[src/lossless_pkg.sv]
// Shared widths, header words, command kinds and tables; the zigzag table assumes 8x8 blocks
`default_nettype none

package lossless_pkg;

	localparam int WINDOW_W     = 13;
	localparam int BLOCK_COEFFS = 64;
	localparam int BUF_W        = 48;

	typedef logic [17:0]         sram_addr_t;
	typedef logic [15:0]         sram_word_t;
	typedef logic signed [8:0]   coeff_t;
	typedef logic [5:0]          coeff_idx_t;
	typedef logic [5:0]          dp_addr_t;
	typedef logic [31:0]         dp_data_t;
	typedef logic [2:0]          shift_t;
	typedef logic [3:0]          run_t;
	typedef logic [WINDOW_W-1:0] window_t;
	typedef logic [3:0]          code_len_t;

	typedef enum logic [1:0] {
		CMD_COEFF,
		CMD_ZEROS,
		CMD_EOB
	} cmd_kind_e;

	localparam sram_addr_t STREAM_BASE = 18'd76800;
	localparam sram_word_t HDR_WORD0   = 16'hDEAD;
	localparam sram_word_t HDR_WORD1   = 16'hBEEF;

	// ~~~~~~~~~~~~~~~~~~~~~~~~~~~~~~
	// Zigzag index to raster address
	localparam dp_addr_t ZIGZAG_TABLE [BLOCK_COEFFS] = '{
		6'd0,  6'd1,  6'd8,  6'd16, 6'd9,  6'd2,  6'd3,  6'd10,
		6'd17, 6'd24, 6'd32, 6'd25, 6'd18, 6'd11, 6'd4,  6'd5,
		6'd12, 6'd19, 6'd26, 6'd33, 6'd40, 6'd48, 6'd41, 6'd34,
		6'd27, 6'd20, 6'd13, 6'd6,  6'd7,  6'd14, 6'd21, 6'd28,
		6'd35, 6'd42, 6'd49, 6'd56, 6'd57, 6'd50, 6'd43, 6'd36,
		6'd29, 6'd22, 6'd15, 6'd23, 6'd30, 6'd37, 6'd44, 6'd51,
		6'd58, 6'd59, 6'd52, 6'd45, 6'd38, 6'd31, 6'd39, 6'd46,
		6'd53, 6'd60, 6'd61, 6'd54, 6'd47, 6'd55, 6'd62, 6'd63
	};

	// ~~~~~~~~~~~~~~~~~~~~~~~~~~~~~~
	// Shift per anti-diagonal, one table per quantiser
	localparam shift_t SHIFT_TABLE_Q0 [15] = '{
		3'd3, 3'd2, 3'd3, 3'd3, 3'd4, 3'd4, 3'd5, 3'd5,
		3'd6, 3'd6, 3'd6, 3'd6, 3'd6, 3'd6, 3'd6
	};

	localparam shift_t SHIFT_TABLE_Q1 [15] = '{
		3'd3, 3'd1, 3'd1, 3'd1, 3'd2, 3'd2, 3'd3, 3'd3,
		3'd6, 3'd6, 3'd6, 3'd6, 3'd6, 3'd6, 3'd6
	};

endpackage

`default_nettype wire

[src/lossless_ifs.sv]
// Internal links of the decoder; coeff_if has no ready since the writer takes every cycle
`timescale 1ns/1ps
`default_nettype none

interface bit_window_if;
	import lossless_pkg::*;

	window_t   window;
	logic      valid;
	logic      take;
	code_len_t len;

	modport supplier (output window, valid, input take, len);
	modport consumer (input window, valid, output take, len);
endinterface

interface cmd_if;
	import lossless_pkg::*;

	logic      valid;
	cmd_kind_e kind;
	coeff_t    value;
	run_t      run;
	logic      ready;

	modport producer (output valid, kind, value, run, input ready);
	modport consumer (input valid, kind, value, run, output ready);
endinterface

interface coeff_if;
	import lossless_pkg::*;

	logic       valid;
	coeff_idx_t index;
	coeff_t     value;
	logic       last;

	modport source (output valid, index, value, last);
	modport sink (input valid, index, value, last);
endinterface

`default_nettype wire

[src/bitstream_fetch.sv]
// Single Wishbone classic read in flight; header read once on first start, bad header is sticky
`timescale 1ns/1ps
`default_nettype none

module bitstream_fetch (
	input  logic                    Clock_50,
	input  logic                    Resetn,
	input  logic                    start,
	output logic                    sram_cyc,
	output logic                    sram_stb,
	output lossless_pkg::sram_addr_t sram_adr,
	input  lossless_pkg::sram_word_t sram_dat_r,
	input  logic                    sram_ack,
	output logic                    q_sel,
	output logic                    header_error,
	bit_window_if.supplier          win
);
	import lossless_pkg::*;

	typedef enum logic [1:0] {
		S_IDLE,
		S_HEADER,
		S_STREAM,
		S_ERROR
	} fetch_state_e;

	fetch_state_e     state;
	logic             req;
	logic [1:0]       hdr_cnt;
	logic             hdr_ok;
	logic [BUF_W-1:0] bit_buf;
	logic [5:0]       bit_cnt;
	logic             take_fire;
	logic             fill;
	logic [BUF_W-1:0] shifted;
	logic [5:0]       cnt_after;
	logic [BUF_W-1:0] buf_next;
	logic [5:0]       cnt_next;

	assign sram_cyc   = req;
	assign sram_stb   = req;
	assign win.window = bit_buf[BUF_W-1 -: WINDOW_W];
	assign win.valid  = (bit_cnt >= 6'(WINDOW_W));

	// Consume and refill can land in the same cycle
	always_comb begin
		take_fire = win.valid & win.take;
		fill      = (state == S_STREAM) & req & sram_ack;
		shifted   = take_fire ? (bit_buf << win.len) : bit_buf;
		cnt_after = take_fire ? (bit_cnt - {2'b00, win.len}) : bit_cnt;
		buf_next  = shifted;
		cnt_next  = cnt_after;
		if (fill) begin
			// New word lands right below the valid bits
			buf_next = shifted | ({sram_dat_r, {(BUF_W-$bits(sram_word_t)){1'b0}}} >> cnt_after);
			cnt_next = cnt_after + 6'd16;
		end
	end

	always_ff @(posedge Clock_50 or negedge Resetn) begin
		if (~Resetn) begin
			state        <= S_IDLE;
			req          <= 1'b0;
			sram_adr     <= STREAM_BASE;
			hdr_cnt      <= 2'd0;
			hdr_ok       <= 1'b0;
			q_sel        <= 1'b0;
			header_error <= 1'b0;
			bit_buf      <= '0;
			bit_cnt      <= 6'd0;
		end else begin
			case (state)
			S_IDLE: begin
				if (start) begin
					state <= S_HEADER;
				end
			end
			S_HEADER: begin
				if (!req) begin
					req <= 1'b1;
				end else if (sram_ack) begin
					req      <= 1'b0;
					sram_adr <= sram_adr + 1'b1;
					hdr_cnt  <= hdr_cnt + 2'd1;
					case (hdr_cnt)
					2'd0: hdr_ok <= (sram_dat_r == HDR_WORD0);
					2'd1: hdr_ok <= hdr_ok & (sram_dat_r == HDR_WORD1);
					default: begin
						if (hdr_ok) begin
							q_sel <= sram_dat_r[15];
							state <= S_STREAM;
						end else begin
							header_error <= 1'b1;
							state        <= S_ERROR;
						end
					end
					endcase
				end
			end
			S_STREAM: begin
				// Fetch ahead while a whole word still fits
				if (!req && bit_cnt <= 6'(BUF_W - 16)) begin
					req <= 1'b1;
				end else if (fill) begin
					req      <= 1'b0;
					sram_adr <= sram_adr + 1'b1;
				end
				bit_buf <= buf_next;
				bit_cnt <= cnt_next;
			end
			default: begin
				state <= S_ERROR;
			end
			endcase
		end
	end

endmodule

`default_nettype wire

[src/code_decoder.sv]
// One code per transfer, combinational from the window; pairs go out as two commands
`timescale 1ns/1ps
`default_nettype none

module code_decoder (
	input  logic           Clock_50,
	input  logic           Resetn,
	bit_window_if.consumer win,
	cmd_if.producer        cmd
);
	import lossless_pkg::*;

	window_t w;
	logic    pair_due;
	logic    fire;

	assign w = win.window;

	// ~~~~~~~~~~~~~~~~~~~~~~~~~~~~~~
	// Code table
	always_comb begin
		cmd.valid = win.valid;
		cmd.kind  = CMD_COEFF;
		cmd.value = '0;
		cmd.run   = 4'd1;
		win.len   = 4'd5;
		if (pair_due) begin
			// Second value of a pair
			cmd.value = {{6{w[12]}}, w[12:10]};
			win.len   = 4'd3;
		end else begin
			case (w[12:11])
			2'b00, 2'b01: begin
				cmd.value = {{6{w[10]}}, w[10:8]};
			end
			2'b11: begin
				cmd.kind = CMD_ZEROS;
				cmd.run  = (w[10:8] == 3'd0) ? 4'd8 : {1'b0, w[10:8]};
			end
			default: begin
				if (!w[10]) begin
					cmd.value = {{3{w[9]}}, w[9:4]};
					win.len   = 4'd9;
				end else if (!w[9]) begin
					cmd.kind = CMD_EOB;
					win.len  = 4'd4;
				end else begin
					cmd.value = w[8:0];
					win.len   = 4'd13;
				end
			end
			endcase
		end
	end

	assign fire     = cmd.valid & cmd.ready;
	assign win.take = fire;

	always_ff @(posedge Clock_50 or negedge Resetn) begin
		if (~Resetn) begin
			pair_due <= 1'b0;
		end else if (fire) begin
			pair_due <= !pair_due && (w[12:11] == 2'b00);
		end
	end

endmodule

`default_nettype wire

[src/run_expander.sv]
// One coefficient per cycle while a block is active; runs are cut at the block end
`timescale 1ns/1ps
`default_nettype none

module run_expander (
	input  logic     Clock_50,
	input  logic     Resetn,
	input  logic     start,
	cmd_if.consumer  cmd,
	coeff_if.source  coeff
);
	import lossless_pkg::*;

	logic       active;
	coeff_idx_t index;
	run_t       zero_left;
	run_t       remaining;
	logic       at_end;
	logic       cmd_done;

	always_comb begin
		// zero_left of zero means no run in progress
		remaining = (zero_left != 4'd0) ? zero_left : cmd.run;
		at_end    = (index == coeff_idx_t'(BLOCK_COEFFS - 1));
		case (cmd.kind)
		CMD_COEFF: cmd_done = 1'b1;
		CMD_ZEROS: cmd_done = (remaining == 4'd1) || at_end;
		default:   cmd_done = at_end;
		endcase
		cmd.ready   = active & cmd_done;
		coeff.valid = active & cmd.valid;
		coeff.index = index;
		coeff.value = (cmd.kind == CMD_COEFF) ? cmd.value : '0;
		coeff.last  = at_end;
	end

	always_ff @(posedge Clock_50 or negedge Resetn) begin
		if (~Resetn) begin
			active    <= 1'b0;
			index     <= '0;
			zero_left <= 4'd0;
		end else if (!active) begin
			if (start) begin
				active <= 1'b1;
			end
		end else if (coeff.valid) begin
			// Index wraps to 0 after the last coefficient
			index <= index + 1'b1;
			if (at_end) begin
				active <= 1'b0;
			end
			if (cmd.kind == CMD_ZEROS) begin
				zero_left <= cmd_done ? 4'd0 : (remaining - 4'd1);
			end
		end
	end

endmodule

`default_nettype wire

[src/coeff_writer.sv]
// Write lands one cycle after the coefficient, finish one cycle after the last write
`timescale 1ns/1ps
`default_nettype none

module coeff_writer (
	input  logic                   Clock_50,
	input  logic                   Resetn,
	input  logic                   q_sel,
	coeff_if.sink                  coeff,
	output logic                   dp_we,
	output lossless_pkg::dp_addr_t dp_adr,
	output lossless_pkg::dp_data_t dp_dat,
	output logic                   finish
);
	import lossless_pkg::*;

	dp_addr_t   raster;
	logic [3:0] diag;
	shift_t     shift;
	logic       last_q;

	always_comb begin
		raster = ZIGZAG_TABLE[coeff.index];
		// Row plus column
		diag   = {1'b0, raster[5:3]} + {1'b0, raster[2:0]};
		shift  = q_sel ? SHIFT_TABLE_Q1[diag] : SHIFT_TABLE_Q0[diag];
	end

	always_ff @(posedge Clock_50 or negedge Resetn) begin
		if (~Resetn) begin
			dp_we  <= 1'b0;
			last_q <= 1'b0;
			finish <= 1'b0;
		end else begin
			dp_we  <= coeff.valid;
			last_q <= coeff.valid & coeff.last;
			finish <= last_q;
		end
	end

	always_ff @(posedge Clock_50) begin
		dp_adr <= raster;
		dp_dat <= dp_data_t'({{23{coeff.value[8]}}, coeff.value}) << shift;
	end

endmodule

`default_nettype wire

[src/lossless_decoder_top.sv]
// Decodes one block per start; start is ignored while a block is active, no write back-pressure
`timescale 1ns/1ps
`default_nettype none

module lossless_decoder_top (
	input  logic                     Clock_50,
	input  logic                     Resetn,
	input  logic                     start,
	output logic                     sram_cyc,
	output logic                     sram_stb,
	output lossless_pkg::sram_addr_t sram_adr,
	input  lossless_pkg::sram_word_t sram_dat_r,
	input  logic                     sram_ack,
	output logic                     dp_we,
	output lossless_pkg::dp_addr_t   dp_adr,
	output lossless_pkg::dp_data_t   dp_dat,
	output logic                     finish,
	output logic                     header_error
);

	logic q_sel;

	bit_window_if win_link ();
	cmd_if        cmd_link ();
	coeff_if      coeff_link ();

	bitstream_fetch u_fetch (
		.Clock_50     (Clock_50),
		.Resetn       (Resetn),
		.start        (start),
		.sram_cyc     (sram_cyc),
		.sram_stb     (sram_stb),
		.sram_adr     (sram_adr),
		.sram_dat_r   (sram_dat_r),
		.sram_ack     (sram_ack),
		.q_sel        (q_sel),
		.header_error (header_error),
		.win          (win_link.supplier)
	);

	code_decoder u_decoder (
		.Clock_50 (Clock_50),
		.Resetn   (Resetn),
		.win      (win_link.consumer),
		.cmd      (cmd_link.producer)
	);

	run_expander u_expander (
		.Clock_50 (Clock_50),
		.Resetn   (Resetn),
		.start    (start),
		.cmd      (cmd_link.consumer),
		.coeff    (coeff_link.source)
	);

	coeff_writer u_writer (
		.Clock_50 (Clock_50),
		.Resetn   (Resetn),
		.q_sel    (q_sel),
		.coeff    (coeff_link.sink),
		.dp_we    (dp_we),
		.dp_adr   (dp_adr),
		.dp_dat   (dp_dat),
		.finish   (finish)
	);

endmodule

`default_nettype wire

[config.mk]
export PLATFORM = sky130hd
export DESIGN_NAME = lossless_decoder_top
export DESIGN_NICKNAME = d
export VERILOG_FILES = /design/src/lossless_pkg.sv /design/src/lossless_ifs.sv /design/src/bitstream_fetch.sv /design/src/code_decoder.sv /design/src/run_expander.sv /design/src/coeff_writer.sv /design/src/lossless_decoder_top.sv
export SDC_FILE = /design/constraint.sdc
export NUM_CORES = 1
export LEC_CHECK = 0
export ABC_AREA = 1
export BUFFER_PORTS_ARGS = -buffer_cell sky130_fd_sc_hd__buf_4
export CELL_PAD_IN_SITES_DETAIL_PLACEMENT = 0
export CELL_PAD_IN_SITES_GLOBAL_PLACEMENT = 1
export CORE_UTILIZATION = 47
export DETAILED_ROUTE_END_ITERATION = 6
export GPL_TIMING_DRIVEN = 0
export MAX_ROUTING_LAYER = met4
export PLACE_DENSITY = 0.84
export SLEW_MARGIN = 20
export SYNTH_ARGS = -nofsm -noshare
export SYNTH_HDL_FRONTEND = slang
export SYNTH_SLANG_ARGS = --single-unit
[constraint.sdc]
create_clock -name Clock_50 -period 5.7 [get_ports Clock_50]
set_input_delay 0.57 -clock Clock_50 [delete_from_list [all_inputs] [get_ports Clock_50]]
set_output_delay 0.57 -clock Clock_50 [all_outputs]
set_load 0.02 [all_outputs]
==> qor.yml <==
status: "complete, but fails checks"
violations: "design-rule violations"
finalPower_w: 0.00560
place_congestion: 1.02
dp_hpwl_mm: 28.2
synth.net_count: 1502
synth_async_sr_flop_share: 0.812
port_buffers: 80
timing.critical_path.to_type: "flip-flop"
first_global_vias: 10372
irDropWorstVdd_v: 0.000299
reg2reg_slack_ps: 930
cts_resized: 0
tightest_slew_ps: 920
wirelength_mm: 36.4
synth_top_area_cell: "dfrtp_1"
cts_hold_buf: 0
p_leak_nw: 5.29
yosys_warnings: 0
slew_violations: 0
worstSetupPathType: "reg -> reg"
fp-row-count: 52
mostFrequentLayoutCells: "290 x nand2_1, 161 x nand3_1, 149 x o21ai_0"
hold_viol_final: 0
route.detailed.wl_per_inst_um: 19.9
power_density_nw_per_um2: 499
diodes: 0
tns_ps: 0
slew_headroom: 0.387
finalSetupViolations: 0
fp.dieH_um: 145
cts_sinks: 117
synth_area_leaders: "dfrtp_1 24%, nand2_1 11%, nand3_1 8.3%"
track_usage: 0.362
h-tree-depth: 4
worstPathArrival_ps: 5100
syn_inst: 1451
clock_latency_ps: 430
cts_inserted_buffers: 17
dr.pass1.iters: 7
clk_pin_slew_ps: 60
drc: 2
reg2reg_depth: 21
nFillCells: 2002
ios: 81
dp_cells: 1801
skew_ps: 8.80
fin_cells: 1833
finalCritPeriodShare: 0.836
yosysUniqueCellTypes: 62
avgSynthCellArea_sq_um: 6.67
r2r-start: "u_fetch.bit_buf[47]"
crit_fanout: 10
routed_via_density: 6.00
rsz0062_at_grt: "no"
core_area_sq_um: 20200
vias: 11004
clk_path_buf_depth: 2
cp-start-kind: "flip-flop"
synth_edf_count: 0
ys_seq_area_frac: 0.292
initial_core_util: 0.478
die_w_um: 145
critical_path_required_ps: 6040
nets: 1601
ant_nets: 0
post_cts.repair.setup_buffers: 0
grt_pass1_wl_mm: 57.6
final_util: 0.555
die_area_sq_um: 21200
grt_max_degree: 96
final_common_cell: "nand2_1"
fmax_mhz: 210
area_growth_pct: 16.1
min-delay-path-class: "in -> async"
synth_flop_cell: "dfrtp_1"
grt_antenna_before_repair: 0
tritoncts: "built"
ys_ff_latch: 117
layout_min_cycle_time_ps: 4770
drv_cap: 0
netlist_area_sq_um: 9670
grt.overflow.total: 0
final_layout_size_suffix_gt1_frac: 0.124
clk_root_buffer_cell: "clkbuf_16"
synth_top_area_share: 0.235
first_iter_violations: 1184
timing.rr.end: "u_fetch.bit_buf[37]"
-- layer usage --
metal,track usage,share of wire
met1,0.463,0.41
met2,0.550,0.45
met3,0.0586,0.090
met4,0.191,0.053
met5,-,0
-- registers in the layout, indices dropped and copies added (netlist names), 2 cells and up --
register,flops
u_fetch.bit_buf,48
u_fetch.sram_adr,18
u_writer.dp_dat,16
u_expander.coeff.index,6
u_fetch.bit_cnt,6
u_writer.dp_adr,6
u_expander.zero_left,4
u_fetch.hdr_cnt,2
u_fetch.state,2
-- cell usage after synthesis (22+ instances only) --
cell type,count
nor2_1,135
o22ai_1,22
nand3_1,161
nand2_1,290
o21ai_0,149
dfxtp_1,22
a31oi_1,28
ha_1,29
a21oi_1,89
inv_1,122
xor2_1,22
clkbuf_1,53
dfrtp_1,91
-- kinds of logic (layout without fill, tap and decap cells) --
logic type,after synthesis,count (layout),share of synthesized area
compound gates,389,389,0.240
xor+xnor,25,25,0.0226
fa+ha+maj,31,31,0.0417
buf+inv,233,345,0.103
flops,117,117,0.292
mux,8,8,0.00841
other cells,1,1,0.000388
simple gates,647,647,0.292
-- how the worst max path moves through the flow --
stage	endpoint	slack, ps	startpoint
final	u_fetch.bit_buf[37]	930	u_fetch.bit_buf[47]
after CTS	u_fetch.bit_buf[37]	1090	u_fetch.bit_buf[47]
after floorplan	u_writer.dp_dat[6]	2040	u_expander.coeff.index[0]
after global routing	u_writer.dp_dat[5]	530	u_expander.coeff.index[0]
after global placement	u_writer.dp_dat[9]	1120	u_expander.coeff.index[0]
after detailed placement	u_fetch.bit_buf[37]	1120	u_fetch.bit_buf[47]
-- through the flow --
stage               hold WS (ps)  cell area (sq um)  worst slack (ps)
floorplan                    274               9670              2040
global placement             335              10600              1120
detailed placement           351              10600              1120
CTS                          275              11200              1090
global route                 322              11200               534
finish                       218              11200               934
-- worst max-delay path, cell delays in order, from the launching register on --
cell	delay (ps)
dfrtp_1	520
inv_2	140
nor2_4	140
inv_1	70
nor2_1	260
nor2_1	150
nor2_1	290
inv_1	100
clkbuf_1	270
clkbuf_1	380
ha_1	460
inv_1	50
nor2_1	120
nand4_1	120
a31oi_1	180
o21ai_1	120
o21ai_4	120
nand2_2	130
nor2_4	280
buf_2	300
nand3_1	250
a22oi_1	210
-- final cells by class --
cell class                      instances  area (sq um)  share of cell area
Sequential cell                       117          2820               0.251
Tap cell                              270           338              0.0301
Multi-Input combinational cell       1101          5850               0.521
Clock inverter                         14           176              0.0157
Timing Repair Buffer                   80           604              0.0538
Inverter                              136           513              0.0457
Clock buffer                           18           439              0.0391
Buffer                                 97           488              0.0435
-- power breakdown --
group	leakage, nW	total (W)	switching (W)	internal, W
combinational	3.76	0.00344	0.00239	0.00105
clock	0.297	0.00113	0.000424	0.000702
sequential	1.23	0.00103	0.0000720	0.000961
total	5.29	0.00560	0.00289	0.00271
(Power assumes the default switching activity.)
